$ cat src/design/rv_pkg.sv
package rv_pkg;

    localparam int XLEN       = 32;
    localparam int REG_ADDR_W = 5;

    typedef logic [XLEN-1:0] word_t;

    // Base opcodes, low two bits always 11
    typedef enum logic [6:0] {
        op_load     = 7'b0000011,
        op_misc_mem = 7'b0001111,
        op_reg_imm  = 7'b0010011,
        op_auipc    = 7'b0010111,
        op_store    = 7'b0100011,
        op_reg_reg  = 7'b0110011,
        op_lui      = 7'b0110111,
        op_branch   = 7'b1100011,
        op_jalr     = 7'b1100111,
        op_jal      = 7'b1101111,
        op_system   = 7'b1110011
    } opcode_e;

    typedef enum logic [3:0] {
        alu_add,
        alu_sub,
        alu_sll,
        alu_slt,
        alu_sltu,
        alu_xor,
        alu_srl,
        alu_sra,
        alu_or,
        alu_and,
        alu_pass_b
    } alu_op_e;

    // Same encoding as the branch funct3
    typedef enum logic [2:0] {
        br_eq  = 3'b000,
        br_ne  = 3'b001,
        br_lt  = 3'b100,
        br_ge  = 3'b101,
        br_ltu = 3'b110,
        br_geu = 3'b111
    } branch_e;

    typedef enum logic [1:0] {
        mem_byte = 2'b00,
        mem_half = 2'b01,
        mem_word = 2'b10
    } mem_size_e;

    typedef enum logic [1:0] {
        wb_alu,
        wb_load,
        wb_pc_plus4
    } wb_sel_e;

    typedef struct packed {
        logic [6:0] funct7;
        logic [4:0] rs2;
        logic [4:0] rs1;
        logic [2:0] funct3;
        logic [4:0] rd;
        opcode_e    opcode;
    } r_type_t;

    typedef struct packed {
        logic [11:0] imm;
        logic [4:0]  rs1;
        logic [2:0]  funct3;
        logic [4:0]  rd;
        opcode_e     opcode;
    } i_type_t;

    typedef struct packed {
        logic [6:0] imm_hi;
        logic [4:0] rs2;
        logic [4:0] rs1;
        logic [2:0] funct3;
        logic [4:0] imm_lo;
        opcode_e    opcode;
    } s_type_t;

    typedef struct packed {
        logic       imm_12;
        logic [5:0] imm_10_5;
        logic [4:0] rs2;
        logic [4:0] rs1;
        logic [2:0] funct3;
        logic [3:0] imm_4_1;
        logic       imm_11;
        opcode_e    opcode;
    } b_type_t;

    typedef struct packed {
        logic [19:0] imm;
        logic [4:0]  rd;
        opcode_e     opcode;
    } u_type_t;

    typedef struct packed {
        logic       imm_20;
        logic [9:0] imm_10_1;
        logic       imm_11;
        logic [7:0] imm_19_12;
        logic [4:0] rd;
        opcode_e    opcode;
    } j_type_t;

    typedef union packed {
        r_type_t r;
        i_type_t i;
        s_type_t s;
        b_type_t b;
        u_type_t u;
        j_type_t j;
    } rv_inst_t;

endpackage

$ cat src/design/rv_alu.sv
module rv_alu (
    input  rv_pkg::alu_op_e op,
    input  rv_pkg::word_t   a,
    input  rv_pkg::word_t   b,
    input  rv_pkg::branch_e branch_cond,
    input  rv_pkg::word_t   rs1_data,
    input  rv_pkg::word_t   rs2_data,
    output rv_pkg::word_t   result,
    output logic            taken
);
    import rv_pkg::*;

    logic [4:0] shamt;
    logic       lt_ab;
    logic       ltu_ab;
    logic       rs_eq;
    logic       rs_lt;
    logic       rs_ltu;

    assign shamt  = b[4:0];
    assign lt_ab  = $signed(a) < $signed(b);
    assign ltu_ab = a < b;

    always_comb begin
        case (op)
            alu_add:    result = a + b;
            alu_sub:    result = a - b;
            alu_sll:    result = a << shamt;
            alu_slt:    result = word_t'(lt_ab);
            alu_sltu:   result = word_t'(ltu_ab);
            alu_xor:    result = a ^ b;
            alu_srl:    result = a >> shamt;
            alu_sra:    result = word_t'($signed(a) >>> shamt);
            alu_or:     result = a | b;
            alu_and:    result = a & b;
            alu_pass_b: result = b;
            default:    result = a + b;
        endcase
    end

    // Branch compare works on the register operands, not on a and b
    assign rs_eq  = rs1_data == rs2_data;
    assign rs_lt  = $signed(rs1_data) < $signed(rs2_data);
    assign rs_ltu = rs1_data < rs2_data;

    always_comb begin
        case (branch_cond)
            br_eq:   taken = rs_eq;
            br_ne:   taken = !rs_eq;
            br_lt:   taken = rs_lt;
            br_ge:   taken = !rs_lt;
            br_ltu:  taken = rs_ltu;
            br_geu:  taken = !rs_ltu;
            default: taken = 1'b0;
        endcase
    end

endmodule

$ cat src/design/rv_core.sv
module rv_core #(
    parameter rv_pkg::word_t RESET_PC = '0
) (
    input  logic          clk,
    input  logic          rst,
    input  rv_pkg::word_t inst,
    input  rv_pkg::word_t dmem_load_data,
    output rv_pkg::word_t pc,
    output rv_pkg::word_t dmem_addr,
    output rv_pkg::word_t dmem_store_data,
    output logic [3:0]    dmem_we,
    output logic          halt
);
    import rv_pkg::*;

    rv_inst_t  inst_u;
    word_t     rs1_data;
    word_t     rs2_data;
    word_t     rd_data;
    word_t     imm_i;
    word_t     imm_s;
    word_t     imm_b;
    word_t     imm_u;
    word_t     imm_j;
    alu_op_e   alu_op;
    logic      alu_src_imm;
    logic      alu_src_pc;
    logic      reg_write;
    wb_sel_e   wb_sel;
    logic      mem_read;
    logic      mem_write;
    mem_size_e mem_size;
    logic      mem_unsigned;
    logic      is_branch;
    logic      is_jal;
    logic      is_jalr;
    word_t     alu_a;
    word_t     alu_b;
    word_t     alu_result;
    logic      taken;
    word_t     pc_plus4;
    word_t     load_result;

    assign inst_u = inst;

    // PC as operand a always pairs with the U immediate (AUIPC, LUI)
    assign alu_a = alu_src_pc ? pc : rs1_data;
    assign alu_b = !alu_src_imm ? rs2_data : (alu_src_pc ? imm_u : imm_i);

    always_comb begin
        case (wb_sel)
            wb_load:     rd_data = load_result;
            wb_pc_plus4: rd_data = pc_plus4;
            default:     rd_data = alu_result;
        endcase
    end

    rv_regfile u_regfile (
        .clk      (clk),
        .rst      (rst),
        .we       (reg_write),
        .rd       (inst_u.r.rd),
        .rd_data  (rd_data),
        .rs1      (inst_u.r.rs1),
        .rs2      (inst_u.r.rs2),
        .rs1_data (rs1_data),
        .rs2_data (rs2_data)
    );

    rv_imm_gen u_imm_gen (
        .inst  (inst_u),
        .imm_i (imm_i),
        .imm_s (imm_s),
        .imm_b (imm_b),
        .imm_u (imm_u),
        .imm_j (imm_j)
    );

    rv_decode u_decode (
        .inst         (inst_u),
        .alu_op       (alu_op),
        .alu_src_imm  (alu_src_imm),
        .alu_src_pc   (alu_src_pc),
        .reg_write    (reg_write),
        .wb_sel       (wb_sel),
        .mem_read     (mem_read),
        .mem_write    (mem_write),
        .mem_size     (mem_size),
        .mem_unsigned (mem_unsigned),
        .is_branch    (is_branch),
        .is_jal       (is_jal),
        .is_jalr      (is_jalr),
        .halt         (halt)
    );

    rv_alu u_alu (
        .op          (alu_op),
        .a           (alu_a),
        .b           (alu_b),
        .branch_cond (branch_e'(inst_u.b.funct3)),
        .rs1_data    (rs1_data),
        .rs2_data    (rs2_data),
        .result      (alu_result),
        .taken       (taken)
    );

    rv_pc_unit #(
        .RESET_PC (RESET_PC)
    ) u_pc_unit (
        .clk       (clk),
        .rst       (rst),
        .halt      (halt),
        .is_branch (is_branch),
        .taken     (taken),
        .is_jal    (is_jal),
        .is_jalr   (is_jalr),
        .rs1_data  (rs1_data),
        .imm_i     (imm_i),
        .imm_b     (imm_b),
        .imm_j     (imm_j),
        .pc        (pc),
        .pc_plus4  (pc_plus4)
    );

    rv_lsu u_lsu (
        .mem_read        (mem_read),
        .mem_write       (mem_write),
        .mem_size        (mem_size),
        .mem_unsigned    (mem_unsigned),
        .rs1_data        (rs1_data),
        .rs2_data        (rs2_data),
        .imm_i           (imm_i),
        .imm_s           (imm_s),
        .dmem_load_data  (dmem_load_data),
        .dmem_addr       (dmem_addr),
        .dmem_store_data (dmem_store_data),
        .dmem_we         (dmem_we)
        ,.load_result    (load_result)
    );

    // Byte, aligned half or full word lanes only
    a_store_lanes: assert property (
        @(posedge clk) disable iff (rst)
        dmem_we inside {4'b0000, 4'b0001, 4'b0010, 4'b0100, 4'b1000,
                        4'b0011, 4'b1100, 4'b1111}
    );

    // ECALL freezes the PC, so the same word keeps halt up
    a_halt_holds: assert property (
        @(posedge clk) disable iff (rst)
        halt |=> halt && $stable(pc)
    );

endmodule

$ cat src/design/rv_decode.sv
module rv_decode (
    input  rv_pkg::rv_inst_t  inst,
    output rv_pkg::alu_op_e   alu_op,
    output logic              alu_src_imm,
    output logic              alu_src_pc,
    output logic              reg_write,
    output rv_pkg::wb_sel_e   wb_sel,
    output logic              mem_read,
    output logic              mem_write,
    output rv_pkg::mem_size_e mem_size,
    output logic              mem_unsigned,
    output logic              is_branch,
    output logic              is_jal,
    output logic              is_jalr,
    output logic              halt
);
    import rv_pkg::*;

    logic f7_zero;
    logic f7_alt;

    function automatic alu_op_e alu_from_funct3(logic [2:0] funct3, logic alt);
        case (funct3)
            3'b000:  return alt ? alu_sub : alu_add;
            3'b001:  return alu_sll;
            3'b010:  return alu_slt;
            3'b011:  return alu_sltu;
            3'b100:  return alu_xor;
            3'b101:  return alt ? alu_sra : alu_srl;
            3'b110:  return alu_or;
            default: return alu_and;
        endcase
    endfunction

    assign f7_zero = inst.r.funct7 == 7'b0000000;
    assign f7_alt  = inst.r.funct7 == 7'b0100000;

    always_comb begin
        alu_op       = alu_add;
        alu_src_imm  = 1'b0;
        alu_src_pc   = 1'b0;
        reg_write    = 1'b0;
        wb_sel       = wb_alu;
        mem_read     = 1'b0;
        mem_write    = 1'b0;
        mem_size     = mem_word;
        mem_unsigned = inst.i.funct3[2];
        is_branch    = 1'b0;
        is_jal       = 1'b0;
        is_jalr      = 1'b0;
        halt         = 1'b0;

        case (inst.i.funct3[1:0])
            2'b00:   mem_size = mem_byte;
            2'b01:   mem_size = mem_half;
            default: mem_size = mem_word;
        endcase

        case (inst.r.opcode)
            op_lui: begin
                // pass_b ignores the PC operand, only the U immediate matters
                alu_op      = alu_pass_b;
                alu_src_imm = 1'b1;
                alu_src_pc  = 1'b1;
                reg_write   = 1'b1;
            end
            op_auipc: begin
                alu_src_imm = 1'b1;
                alu_src_pc  = 1'b1;
                reg_write   = 1'b1;
            end
            op_jal: begin
                is_jal    = 1'b1;
                reg_write = 1'b1;
                wb_sel    = wb_pc_plus4;
            end
            op_jalr: begin
                is_jalr   = 1'b1;
                reg_write = 1'b1;
                wb_sel    = wb_pc_plus4;
            end
            op_branch: begin
                is_branch = 1'b1;
            end
            op_load: begin
                // Only LB, LH, LW, LBU, LHU
                mem_read  = inst.i.funct3 inside {3'b000, 3'b001, 3'b010, 3'b100, 3'b101};
                reg_write = mem_read;
                wb_sel    = wb_load;
            end
            op_store: begin
                mem_write = inst.s.funct3 inside {3'b000, 3'b001, 3'b010};
            end
            op_reg_imm: begin
                alu_src_imm = 1'b1;
                alu_op      = alu_from_funct3(inst.r.funct3, f7_alt && inst.r.funct3 == 3'b101);
                case (inst.r.funct3)
                    3'b001:  reg_write = f7_zero;
                    3'b101:  reg_write = f7_zero || f7_alt;
                    default: reg_write = 1'b1;
                endcase
            end
            op_reg_reg: begin
                alu_op    = alu_from_funct3(inst.r.funct3, f7_alt);
                reg_write = f7_zero ||
                            (f7_alt && (inst.r.funct3 == 3'b000 || inst.r.funct3 == 3'b101));
            end
            op_system: begin
                // ECALL has every bit above the opcode clear
                halt = inst.u.imm == '0 && inst.u.rd == '0;
            end
            default: begin
                // FENCE and unknown opcodes retire as no-ops
            end
        endcase
    end

endmodule

$ cat src/design/rv_imm_gen.sv
module rv_imm_gen (
    input  rv_pkg::rv_inst_t inst,
    output rv_pkg::word_t    imm_i,
    output rv_pkg::word_t    imm_s,
    output rv_pkg::word_t    imm_b,
    output rv_pkg::word_t    imm_u,
    output rv_pkg::word_t    imm_j
);
    import rv_pkg::*;

    assign imm_i = {{(XLEN-12){inst.i.imm[11]}}, inst.i.imm};

    assign imm_s = {{(XLEN-12){inst.s.imm_hi[6]}}, inst.s.imm_hi, inst.s.imm_lo};

    // Branch offsets are in halfwords, bit 0 implied
    assign imm_b = {
        {(XLEN-12){inst.b.imm_12}},
        inst.b.imm_11,
        inst.b.imm_10_5,
        inst.b.imm_4_1,
        1'b0
    };

    assign imm_u = {inst.u.imm, 12'b0};

    assign imm_j = {
        {(XLEN-20){inst.j.imm_20}},
        inst.j.imm_19_12,
        inst.j.imm_11,
        inst.j.imm_10_1,
        1'b0
    };

endmodule

$ cat src/design/rv_lsu.sv
module rv_lsu (
    input  logic              mem_read,
    input  logic              mem_write,
    input  rv_pkg::mem_size_e mem_size,
    input  logic              mem_unsigned,
    input  rv_pkg::word_t     rs1_data,
    input  rv_pkg::word_t     rs2_data,
    input  rv_pkg::word_t     imm_i,
    input  rv_pkg::word_t     imm_s,
    input  rv_pkg::word_t     dmem_load_data,
    output rv_pkg::word_t     dmem_addr,
    output rv_pkg::word_t     dmem_store_data,
    output logic [3:0]        dmem_we,
    output rv_pkg::word_t     load_result
);
    import rv_pkg::*;

    logic [1:0] offset;
    word_t      load_shifted;
    logic [7:0] load_byte;
    logic [15:0] load_half;

    assign dmem_addr = rs1_data + (mem_write ? imm_s : imm_i);
    assign offset    = dmem_addr[1:0];

    // Store data lines up with the addressed byte lane
    assign dmem_store_data = rs2_data << {offset, 3'b000};

    always_comb begin
        dmem_we = 4'b0000;
        if (mem_write) begin
            case (mem_size)
                mem_byte: dmem_we = 4'b0001 << offset;
                mem_half: dmem_we = offset[0] ? 4'b0000 : 4'b0011 << offset;
                default:  dmem_we = 4'b1111;
            endcase
        end
    end

    assign load_shifted = dmem_load_data >> {offset, 3'b000};
    assign load_byte    = load_shifted[7:0];
    assign load_half    = load_shifted[15:0];

    always_comb begin
        load_result = '0;
        if (mem_read) begin
            case (mem_size)
                mem_byte: begin
                    load_result = {{(XLEN-8){load_byte[7] && !mem_unsigned}}, load_byte};
                end
                mem_half: begin
                    // Misaligned half reads zero
                    if (!offset[0]) begin
                        load_result = {{(XLEN-16){load_half[15] && !mem_unsigned}}, load_half};
                    end
                end
                default: load_result = dmem_load_data;
            endcase
        end
    end

endmodule

$ cat src/design/rv_pc_unit.sv
module rv_pc_unit #(
    parameter rv_pkg::word_t RESET_PC = '0
) (
    input  logic          clk,
    input  logic          rst,
    input  logic          halt,
    input  logic          is_branch,
    input  logic          taken,
    input  logic          is_jal,
    input  logic          is_jalr,
    input  rv_pkg::word_t rs1_data,
    input  rv_pkg::word_t imm_i,
    input  rv_pkg::word_t imm_b,
    input  rv_pkg::word_t imm_j,
    output rv_pkg::word_t pc,
    output rv_pkg::word_t pc_plus4
);
    import rv_pkg::*;

    word_t pc_next;
    word_t jalr_target;

    assign pc_plus4    = pc + word_t'(4);
    assign jalr_target = rs1_data + imm_i;

    always_comb begin
        if (halt) begin
            pc_next = pc;
        end else if (is_jal) begin
            pc_next = pc + imm_j;
        end else if (is_jalr) begin
            pc_next = {jalr_target[XLEN-1:1], 1'b0};
        end else if (is_branch && taken) begin
            pc_next = pc + imm_b;
        end else begin
            pc_next = pc_plus4;
        end
    end

    always_ff @(posedge clk) begin
        if (rst) begin
            pc <= RESET_PC;
        end else begin
            pc <= pc_next;
        end
    end

    // Jump and branch targets must stay on word boundaries
    a_pc_aligned: assert property (
        @(posedge clk) disable iff (rst) pc[1:0] == 2'b00
    );

endmodule

$ cat src/design/rv_regfile.sv
module rv_regfile (
    input  logic                          clk,
    input  logic                          rst,
    input  logic                          we,
    input  logic [rv_pkg::REG_ADDR_W-1:0] rd,
    input  rv_pkg::word_t                 rd_data,
    input  logic [rv_pkg::REG_ADDR_W-1:0] rs1,
    input  logic [rv_pkg::REG_ADDR_W-1:0] rs2,
    output rv_pkg::word_t                 rs1_data,
    output rv_pkg::word_t                 rs2_data
);
    import rv_pkg::*;

    localparam int NUM_REGS = 2 ** REG_ADDR_W;

    word_t regs [NUM_REGS];

    // x0 always reads zero
    assign rs1_data = (rs1 == '0) ? '0 : regs[rs1];
    assign rs2_data = (rs2 == '0) ? '0 : regs[rs2];

    always_ff @(posedge clk) begin
        if (rst) begin
            for (int i = 0; i < NUM_REGS; i++) begin
                regs[i] <= '0;
            end
        end else if (we && rd != '0) begin
            regs[rd] <= rd_data;
        end
    end

    // Writing x0 leaves the read value untouched
    a_x0_write_ignored: assert property (
        @(posedge clk)
        (we && rd == '0 && !rst) ##1 $stable(rs1) |-> $stable(rs1_data)
    );

endmodule

$ cat config.mk
export PLATFORM = sky130hd
export DESIGN_NAME = rv_core
export DESIGN_NICKNAME = d
export VERILOG_FILES = /design/src/design/rv_pkg.sv /design/src/design/rv_alu.sv /design/src/design/rv_core.sv /design/src/design/rv_decode.sv /design/src/design/rv_imm_gen.sv /design/src/design/rv_lsu.sv /design/src/design/rv_pc_unit.sv /design/src/design/rv_regfile.sv
export SDC_FILE = /design/constraint.sdc
export NUM_CORES = 2
export LEC_CHECK = 0
export BUFFER_PORTS_ARGS = -buffer_cell sky130_fd_sc_hd__buf_4
export CAP_MARGIN = 20
export CORE_ASPECT_RATIO = 1.1
export CORE_MARGIN = 1.5
export CORE_UTILIZATION = 30
export DETAILED_ROUTE_END_ITERATION = 8
export PLACE_DENSITY_LB_ADDON = 0.1
export SLEW_MARGIN = 0
export SYNTH_ARGS = -nofsm -noshare
export SYNTH_HDL_FRONTEND = slang
export SYNTH_SLANG_ARGS = --single-unit
$ cat constraint.sdc
create_clock -name clk -period 8.22 [get_ports clk]
set_input_delay 0.411 -clock clk [delete_from_list [all_inputs] [get_ports clk]]
set_output_delay 0.411 -clock clk [all_outputs]
set_load 0.01 [all_outputs]
==> run_results.csv <==
group,metric,value,unit
run_status,status,"completed",
timing,tightest_slew,1.242,ns
yosys,ys.flop_type,"edfxtp_1",
pwr,p_total,0.01788,W
floorplanning,core_area,246100,um^2
timing,timing_hold_violations_final,0,
timing,slew_headroom,0.1719,
placed_design,portBuffers,165,
yosys,synth_area,74240,um^2
yosys,ys_ff_latch,1054,
floorplanning,pin_count,167,
global_route,grt-busiest-layer,"met2",
timing,fmax,131.4,MHz
yosys,yosys-top-cells-area,"edfxtp_1 (41%), mux4_2 (11%), nor2_1 (4.9%)",
drt,vias,66970,
yosys,netlist_instances,7101,
clocking,post_cts_resized,0,
yosys,ys_seq_area_frac,0.4222,
global_route,use_met1,0.4192,
setup_path,reg2regPathDepth,20,
global_route,grt.total_usage,0.3347,
timing,finalMaxSlewViolations,0,
drt,routed_wl,432200,um
layout,nets,7514,
yosys,synth_common_cells,"edfxtp_1 (1023), nor2_1 (978), a21oi_1 (490)",
worst_hold_path,min_to,"u_pc_unit.pc[1]",
layout,drive_gt1_frac,0.1962,
clocking,clkTransAtPathRegs,0.06,ns
setup_path,reg2reg_slack,1.44,ns
clocking,cts_root_buf,"clkbuf_16",
job,maxCapViolCount,0,
pwr,leakage,31.36,nW
worst_hold_path,hold_path.class,"input port to register",
timing,finalCritPeriodShare,0.9257,
global_route,antenna_found_initial,21,
clocking,postCtsHoldBufs,0,
layout,seq_area,31340,um^2
yosys,yosysTopAreaCell,"edfxtp_1",
layout,area_growth,14.48,%
pwr,peakVddDrop,178.5,uV
global_route,grt_max_degree,83,
placed_design,place_congestion,1.007,
floorplanning,rows,191,
clocking,htree_levels,3,
drt,viasPerCell,6.303,
timing,setup_viol,0,
layout,fin_util,0.3453,
layout,fillers,24900,
global_route,grt_pass1_wl,578900,um
setup_path,criticalPathCategory,"input port to register",
setup_path,r2r-start,"u_regfile.regs[15][2]",
yosys,synth.most_common_cell,"edfxtp_1",
floorplanning,fp.dieArea,250400,um^2
setup_path,worstPathRequired,8.72,ns
clocking,worstSkewPairLatency,0.80,ns
drt,first_iter_violations,8789,
drt,ant_nets,0,
global_route,met2_usage,0.5433,
floorplanning,die_height,524.7,um
setup_path,rr_endpoint,"u_regfile.regs[5][27]",
timing,clock_skew,0.09231,ns
placed_design,dp_slack,-0.02178,ns
yosys,synth-edff-count,1023,
worst_hold_path,hold_depth,4,
floorplanning,die_x,477.3,um
yosys,synth_top_cell_area_share,0.4138,
setup_path,cp_max_fo,82,
yosys,ys_warn_count,0,
setup_path,crit_arrival,8.11,ns
global_route,global_route.usage.met3,0.05614,
clocking,cts_setup_buffers,0,
drt,route.detailed.drc,0,
worst_hold_path,hold_start,"inst[8]",
clocking,cts_sinks,1054,
timing,fin_crit,7.609,ns
drt,firstDrtPassIters,8,
clocking,numCtsBuffers,119,
timing,fin_ws,0.6107,ns
pwr,powerDensity,210.4,nW/um^2
global_route,grt_overflow,0,
clocking,cts_buffer_depth,3,
global_route,grt_pass1_vias,64250,
floorplanning,start_util,0.3016,
layout,multiInputGateArea,39890,um^2
yosys,ys_types,124,
layout,fin_cells,10630,
drt,wl_per_cell,40.68,um
timing,grt_setup_unrepaired,"false",
placed_design,dp.final_hpwl,299700,um
placed_design,placed_cells,10400,
clocking,cts_tree,"built",
yosys,async_flop_share,0,
setup_path,cp-start-kind,"input port",
setup_path,critPathCaptureType,"register",
yosys,postSynthAreaPerCell,10.45,um^2
layer usage:
metal  vias to the layer above  wire [um]
met2                      3759     199600
met1                     34870     169100
met4                        12      29950
met3                       892      33450
met5                         -         93
li1                      27440          -
area by class of cell:
type,instances,area share
diodes,9,0.0002650
clock buffers,146,0.03623
clock inverters,74,0.007479
inverters,154,0.006802
multi-input cells,5266,0.4693
flip-flops and latches,1054,0.3688
well taps,3281,0.04830
repair buffers,641,0.06282
power by group:
part	leakage [nW]	total (W)	internal, W	switching (W)
Combinational	18.8	0.00638	0.00195	0.00443
Sequential	10.8	0.00619	0.00607	0.000111
Clock	1.82	0.00531	0.00291	0.00241
critical path: stages:
cell       delay [ns]
buf_8            0.63
buf_4            0.58
buf_4            0.33
mux4_2           0.53
o22ai_1          0.25
nor3_1           0.09
o21ai_0          0.42
buf_4            0.30
o21ai_0          0.10
mux2i_1          0.56
buf_4            0.24
ha_1             0.15
buf_4            0.15
nand4_1          0.21
buf_4            0.21
a2111oi_0        0.72
buf_4            0.23
o21ai_0          0.14
and2_1           0.25
o31ai_1          0.20
buf_4            0.16
mux2i_1          0.21
o2111a_1         0.36
buf_12           0.23
nor3_1           0.08
through the flow:
step           TNS [ns]  cell area, um^2  hold slack, ns
5_1_grt               0            84970          0.2554
6_report              0            84990          0.2673
3_5_place_dp    -0.1887            81250          0.5824
4_1_cts               0            84960          0.1988
3_3_place_gp     -1.394            81180          0.5990
2_1_floorplan         0            74350          0.5379
kinds of logic (layout without fill, tap and decap cells):
group / Yosys count / in the layout / share of synthesized area
other: 1 / 41 / 0.00005051
DFF: 1054 / 1054 / 0.4222
adders and majority gates: 216 / 216 / 0.03688
buffers and inverters: 812 / 1015 / 0.05132
xor gates and xnor gates: 165 / 165 / 0.01947
and+or+nand+nor: 2284 / 2284 / 0.1412
AOI/OAI and AO/OA: 1778 / 1778 / 0.1589
muxes: 791 / 791 / 0.1701
cells in the final DEF (no fill, tap or decap), drive strengths merged, types with 34 or more instances in the layout:
| cell type | netlist | final |
|---|---|---|
| a211oi | 49 | 49 |
| a21o | 73 | 73 |
| a21oi | 492 | 492 |
| a221oi | 50 | 50 |
| a22o | 44 | 44 |
| a22oi | 126 | 126 |
| a31oi | 47 | 47 |
| and2 | 39 | 39 |
| and3 | 49 | 49 |
| buf | 306 | 639 |
| clkbuf | 343 | 147 |
| clkinv | 5 | 63 |
| edfxtp | 1023 | 1023 |
| ha | 206 | 206 |
| inv | 149 | 155 |
| mux2 | 76 | 76 |
| mux2i | 352 | 352 |
| mux4 | 363 | 363 |
| nand2 | 361 | 361 |
| nand2b | 70 | 70 |
| nand3 | 139 | 139 |
| nand4 | 40 | 40 |
| nor2 | 1010 | 1010 |
| nor3 | 381 | 381 |
| nor3b | 40 | 40 |
| o21ai | 361 | 361 |
| o221ai | 79 | 79 |
| o22ai | 94 | 94 |
| o31ai | 40 | 40 |
| or3 | 34 | 34 |
| xnor2 | 106 | 106 |
| xor2 | 59 | 59 |
flip-flops by register name, summed over array words and instances (netlist names):
name,flops
u_regfile.regs,1023
u_pc_unit.pc,31
worst max-delay path by stage:
stage | startpoint | end | slack, ns | cells after the start
after detailed placement | inst[20] | u_regfile.regs[28][29] | -0.02 | 25
after CTS | inst[20] | u_regfile.regs[28][29] | 0.77 | 25
final | inst[20] | u_regfile.regs[28][29] | 0.61 | 25
after floorplan | inst[20] | u_regfile.regs[10][31] | 1.13 | 30
after global placement | inst[20] | u_pc_unit.pc[12] | -0.13 | 22
after global routing | inst[20] | u_regfile.regs[3][29] | 0.46 | 25
(Power assumes the default switching activity.)
